===== config.mk =====
export PLATFORM = sky130hd
export DESIGN_NAME = info_loader_chain
export DESIGN_NICKNAME = d
export VERILOG_FILES = /design/src/chain_pkg.sv /design/src/info_pkg.sv /design/src/info_loader_chain.sv /design/src/info_shift_in.sv /design/src/info_shift_out.sv /design/src/info_stage_chain.sv
export SDC_FILE = /design/constraint.sdc
export NUM_CORES = 1
export LEC_CHECK = 0
export BUFFER_PORTS_ARGS = -buffer_cell sky130_fd_sc_hd__buf_2
export CAP_MARGIN = 20
export CORE_MARGIN = 5
export CORE_UTILIZATION = 48
export DETAILED_ROUTE_END_ITERATION = 8
export MAX_ROUTING_LAYER = met4
export SLEW_MARGIN = 15
export SYNTH_ARGS = -nofsm -noshare
export SYNTH_HDL_FRONTEND = slang
export SYNTH_HIERARCHICAL = 1
export SYNTH_SLANG_ARGS = --single-unit

===== constraint.sdc =====
create_clock -name clk -period 1.55 [get_ports clk]
set_input_delay 0.2325 -clock clk [delete_from_list [all_inputs] [get_ports clk]]
set_output_delay 0.2325 -clock clk [all_outputs]
set_load 0.01 [all_outputs]

===== src/chain_pkg.sv =====
`default_nettype none

// structure of the loader chain
package chain_pkg;

    // direction a shift register moves its words
    // SHIFT_TO_HIGH puts a new word at index 0 and moves older words up
    // SHIFT_TO_LOW puts a new word at the top index and moves older words down
    typedef enum logic
    {
        SHIFT_TO_HIGH = 1'b0,
        SHIFT_TO_LOW  = 1'b1
    } shift_dir_t;

    // middle hold registers between the two shift registers
    // at least one is needed
    localparam int DEF_MID_STAGES = 2;

    // with this direction words leave in the order they came in
    localparam shift_dir_t DEF_SHIFT_DIR = SHIFT_TO_HIGH;

endpackage

`default_nettype wire


===== src/info_pkg.sv =====
`default_nettype none

// data description shared by every loader
package info_pkg;

    // width of one information word
    localparam int INFO_BITS = 8;

    // words gathered into one frame
    localparam int INFO_NUMS = 4;

    // a single word on the serial side
    typedef logic [INFO_BITS-1:0] info_t;

    // one frame, word 0 in the low bits
    // index order is what the shift direction works on
    typedef info_t [INFO_NUMS-1:0] frame_t;

endpackage

`default_nettype wire


===== src/info_loader_chain.sv =====
`timescale 1ns/10ps
`default_nettype none

// serial in, serial out information loader chain
// input shift register -> middle hold stages -> output shift register
// no handshake, sequencing of the pulses is up to the caller
module info_loader_chain
#(
    parameter int                    MID_STAGES = chain_pkg::DEF_MID_STAGES,
    parameter chain_pkg::shift_dir_t SHIFT_DIR  = chain_pkg::DEF_SHIFT_DIR
)
(
    input  logic                   clk,
    input  logic                   rst,
    // global clock enable, low freezes every register
    input  logic                   en,

    // input loader shift pulse and word
    input  logic                   shift_in_en,
    input  info_pkg::info_t        info_in,

    // one init pulse per middle stage
    input  logic [MID_STAGES-1:0]  load_mid,

    // output loader init and shift pulses
    input  logic                   load_out,
    input  logic                   shift_out_en,
    input  logic                   out_en,

    output info_pkg::info_t        info_out
);

    // frame collected by the input loader
    info_pkg::frame_t frame_in_q;

    // last middle stage, source for the output loader
    info_pkg::frame_t frame_mid_q;

    // serial to parallel edge
    info_shift_in
    #(
        .SHIFT_DIR  (SHIFT_DIR)
    )
    u_shift_in
    (
        .clk        (clk),
        .rst        (rst),
        .en         (en),
        .shift_en   (shift_in_en),
        .info_in    (info_in),
        .frame      (frame_in_q)
    );

    // middle hold stages
    info_stage_chain
    #(
        .MID_STAGES (MID_STAGES)
    )
    u_stage_chain
    (
        .clk        (clk),
        .rst        (rst),
        .en         (en),
        .load       (load_mid),
        .frame_in   (frame_in_q),
        .frame_out  (frame_mid_q)
    );

    // parallel to serial edge with output gating
    info_shift_out
    #(
        .SHIFT_DIR  (SHIFT_DIR)
    )
    u_shift_out
    (
        .clk        (clk),
        .rst        (rst),
        .en         (en),
        .load       (load_out),
        .shift_en   (shift_out_en),
        .out_en     (out_en),
        .frame_in   (frame_mid_q),
        .info_out   (info_out)
    );

endmodule

`default_nettype wire


===== src/info_shift_in.sv =====
`timescale 1ns/10ps
`default_nettype none

// serial to parallel loader
// gathers INFO_NUMS words into one frame, one word per shift pulse
module info_shift_in
#(
    parameter chain_pkg::shift_dir_t SHIFT_DIR = chain_pkg::DEF_SHIFT_DIR
)
(
    input  logic              clk,
    input  logic              rst,
    input  logic              en,
    input  logic              shift_en,
    input  info_pkg::info_t   info_in,
    output info_pkg::frame_t  frame
);

    // frame after one shift, new word pushed in at the entry end
    info_pkg::frame_t frame_shifted;

    always_comb
    begin
        frame_shifted = frame;
        if (SHIFT_DIR == chain_pkg::SHIFT_TO_HIGH)
        begin
            // older words move up, oldest lands at the top index
            for (int i = info_pkg::INFO_NUMS - 1; i > 0; i--)
            begin
                frame_shifted[i] = frame[i-1];
            end
            frame_shifted[0] = info_in;
        end
        else
        begin
            // mirror case, oldest lands at index 0
            for (int i = 0; i < info_pkg::INFO_NUMS - 1; i++)
            begin
                frame_shifted[i] = frame[i+1];
            end
            frame_shifted[info_pkg::INFO_NUMS-1] = info_in;
        end
    end

    // frame register
    // word shows up one cycle after its shift pulse
    always_ff @(posedge clk)
    begin
        if (rst)
        begin
            frame <= '0;
        end
        else if (en && shift_en)
        begin
            frame <= frame_shifted;
        end
    end

endmodule

`default_nettype wire


===== src/info_shift_out.sv =====
`timescale 1ns/10ps
`default_nettype none

// parallel to serial loader
// loads a whole frame, then emits it one word per shift pulse
module info_shift_out
#(
    parameter chain_pkg::shift_dir_t SHIFT_DIR = chain_pkg::DEF_SHIFT_DIR
)
(
    input  logic              clk,
    input  logic              rst,
    input  logic              en,
    input  logic              load,
    input  logic              shift_en,
    input  logic              out_en,
    input  info_pkg::frame_t  frame_in,
    output info_pkg::info_t   info_out
);

    // output position, the far end from where words would enter
    localparam int OUT_IDX =
        (SHIFT_DIR == chain_pkg::SHIFT_TO_HIGH) ? info_pkg::INFO_NUMS - 1 : 0;

    // frame register
    info_pkg::frame_t frame_q;

    // frame after one shift with a zero word filling in behind
    info_pkg::frame_t frame_shifted;

    always_comb
    begin
        frame_shifted = frame_q;
        if (SHIFT_DIR == chain_pkg::SHIFT_TO_HIGH)
        begin
            // next word moves up into the top index
            for (int i = info_pkg::INFO_NUMS - 1; i > 0; i--)
            begin
                frame_shifted[i] = frame_q[i-1];
            end
            frame_shifted[0] = '0;
        end
        else
        begin
            // next word moves down into index 0
            for (int i = 0; i < info_pkg::INFO_NUMS - 1; i++)
            begin
                frame_shifted[i] = frame_q[i+1];
            end
            frame_shifted[info_pkg::INFO_NUMS-1] = '0;
        end
    end

    // load wins over shift
    // a full drain leaves an all zero frame
    always_ff @(posedge clk)
    begin
        if (rst)
        begin
            frame_q <= '0;
        end
        else if (en)
        begin
            if (load)
            begin
                frame_q <= frame_in;
            end
            else if (shift_en)
            begin
                frame_q <= frame_shifted;
            end
        end
    end

    // combinational from the output position
    // forced to zero while out_en is low
    assign info_out = out_en ? frame_q[OUT_IDX] : '0;

endmodule

`default_nettype wire


===== src/info_stage_chain.sv =====
`timescale 1ns/10ps
`default_nettype none

// middle hold registers between the two shift registers
// each stage has its own init pulse so several frames can be in flight
module info_stage_chain
#(
    // must be 1 or more
    parameter int MID_STAGES = chain_pkg::DEF_MID_STAGES
)
(
    input  logic                   clk,
    input  logic                   rst,
    input  logic                   en,
    input  logic [MID_STAGES-1:0]  load,
    input  info_pkg::frame_t       frame_in,
    output info_pkg::frame_t       frame_out
);

    // stage boundaries
    // entry 0 is the chain input, entry s+1 is the output of stage s
    wire info_pkg::frame_t link [MID_STAGES+1];

    assign link[0] = frame_in;

    for (genvar s = 0; s < MID_STAGES; s++)
    begin : g_stage
        // hold register of this stage
        info_pkg::frame_t stage_q;

        // takes whatever the previous stage holds this cycle
        // so the caller pulses from last stage to first to move frames forward
        always_ff @(posedge clk)
        begin
            if (rst)
            begin
                stage_q <= '0;
            end
            else if (en && load[s])
            begin
                stage_q <= link[s];
            end
        end

        assign link[s+1] = stage_q;
    end

    // last stage feeds the output loader
    assign frame_out = link[MID_STAGES];

endmodule

`default_nettype wire


==> metrics.txt <==
result of the run complete, no violations; core outline area 11300 um^2; cells taking the most area after synthesis dfxtp_1 (46%), mux2i_1 (15%), nand2b_1 (11%); launch instance of the worst min-delay path info_in[5]; number of buffers inserted by port buffering 24; number of sinks on the clock net 128; Die Outline Area 13700 um^2; Detail Route met3 WL 396 um; syn nets 502; data arrival time of the critical path 1.02 ns; met2 WL post-DR 4.65 mm; Synth warnings 6; Hold Buf Count CTS 0; uppermost layer routed met4; WL met1 5.53 mm; number of flops mapped to enable cells by yosys 0; final period utilization 0.807; clock slew at reported path FFs 0.06 ns; Inserted Clock Buffers 17; Worst Skew 0.00329 ns; number of antenna violations at the first check in global routing 0; remaining global-route overflow 0; nature of the critical path endpoint output port; Total Negative Setup Slacks 0 ns; Hold Crit Depth 3; top-area cell type share of the netlist area 0.465; clock root cell clkbuf_16; Post-layout nets 521; via count of the first global-routing pass 3401; row count 39; leakage power of the design 2.55 nW; detailed-route DRC error count 0; area grow syn2layout 15.8%; count leader, synth dfxtp_1; max-cap check violation count 0; overall via count from detail_route 3484; critical setup path kind reg -> out; chip height 117 um; Routed Antenna Nets 0; post-synthesis sequential area ratio 0.465; type of the worst min-delay path in -> reg; count of routing violations after the opening detailed-route iteration 191; count of state elements after synthesis 128; Clock Path Buffers 2; Initial Utilization 0.487; largest voltage drop on the vdd net 0.854 mV; total wirelength of the detailed-routed design 10.7 mm; Worst slew margin 0.719; post-synth design cell area 5520 um^2; crit-path max FO 2; most common flop cell mapped by yosys dfxtp_1; IO Pins 25; power density of the placed cells 1310 nW/um^2; ranking of synthesized cells by instance count dfxtp_1 (128), nand2b_1 (96), mux2i_1 (80); number of hold violations in the final report 0; detailed placement HPWL 7.13 mm; total of endpoints with negative setup slack in the final report 0; R2R Path Start u_stage_chain/frame_out[11]; detailed-routing iteration count for the pre-antenna-repair pass 4; maximum level of the CTS H-tree 4; cell taking the most area after synthesis dfxtp_1; TritonCTS clock tree yes; CTS resizes 0; Worst Hold Endpoint u_shift_in/frame[5]; CP required 1.32 ns; gate count after technology mapping 485; maximum clock frequency 799 MHz; RSZ-0062 raised after global routing false; routability congestion estimate from global placement 0.739; Slew @ Worst Pin 0.422 ns; wire length per cell after detailed routing 16.2 um; total power 8.36 mW; die outline width 117 um; number of pins with negative max-slew slack in the final report 0; share of post-route cells with drive strength above 1 0.251; Worst-Skew Late Latency 0.41 ns; asr flop ratio synth 0; wire length of the first global-routing pass 17.9 mm; buffers inserted by post-CTS timing repair 0; overall routing resource usage 0.178; n_diodes 0; R2R setup slack 0.79 ns; distinct cell type count of the synthesized netlist 21; R2R cell count 2; detailed-route vias per instance 5.28; sort of element at the start of the critical path register; Min Clock Period, post-route 1.25 ns; largest net degree at the start of global routing 63; destination of the worst register-to-register timing path u_shift_out/frame_q[11]; Mapped Avg Cell Area 11.4 um^2
worst max path at each step:
stage                                        from                          end  slack, ns  cells after the start
after floorplan                          load_out      u_shift_out/frame_q[10]       0.39                      6
after global placement                        rst         u_shift_in/frame[11]       0.27                      4
after detailed placement                       en  u_stage_chain/frame_out[26]       0.23                      5
after CTS                 u_shift_out/frame_q[29]                  info_out[5]       0.27                      2
after global routing      u_shift_out/frame_q[29]                  info_out[5]       0.23                      2
final                     u_shift_out/frame_q[29]                  info_out[5]       0.30                      2
state kept, by name, summed over array words and instances (netlist names):
register and flops:
u_shift_in/frame 32, u_shift_out/frame_q 32, u_stage_chain/frame_out 32, u_stage_chain/g_stage.stage_q 32
metal layers:
layer  global-route usage  vias to the layer above
met3               0.0555                        8
met1                0.241                     1665
li1                     -                     1765
met4               0.0596                        0
met2                0.251                       46
met5                    -                        -
cells in the final DEF, fill, tap and decap left out, types with 10 or more instances in the layout:
| master | instances |
|---|---|
| and2_1 | 11 |
| buf_2 | 24 |
| buf_4 | 14 |
| clkbuf_16 | 17 |
| dfxtp_1 | 128 |
| mux2i_1 | 80 |
| nand2b_1 | 96 |
| nand4b_1 | 40 |
| o21ai_1 | 10 |
| o21ai_2 | 30 |
| o2bb2ai_2 | 20 |
critical path, stage by stage, from the launching register on:
cell	delay, ns
dfxtp_1	0.36
and2_1	0.13
buf_2	0.12
where the power goes:
part / switching (mW) / internal [mW] / leakage, nW
sequential: 0.0111 / 3.31 / 1.03
clock: 1.45 / 3.17 / 0.329
combinational: 0.234 / 0.181 / 1.19
cells by family (layout without fill, tap and decap cells):
family          count (synthesis)  after routing  synth area share
mux                            80             80             0.145
simple gates                  160            160             0.197
flops                         128            128             0.465
compound gates                 73             73             0.131
buf+inv                        44             76            0.0622
area by class of cell:
cell class	count	area [um^2]
clock buffer	17	425
clock inverter	15	265
fill	1005	4930
multi-input combinational	313	2610
sequential	128	2560
tap	143	179
timing repair buffer	44	345
through the flow:
stage | instance area [um^2] | setup WS, ns | cells | hold WS (ns) | utilization
final | 6390 | 0.299 | 660 | 0.0913 | 0.564
after global routing | 6390 | 0.227 | 660 | 0.0760 | 0.564
after floorplan | 5520 | 0.391 | 485 | 0.400 | -
after CTS | 6390 | 0.269 | 660 | 0.0712 | 0.564
after global placement | 5700 | 0.273 | 628 | 0.448 | 0.503
after detailed placement | 5700 | 0.232 | 628 | 0.450 | 0.503
No activity file was read; power rests on OpenSTA's default activity.
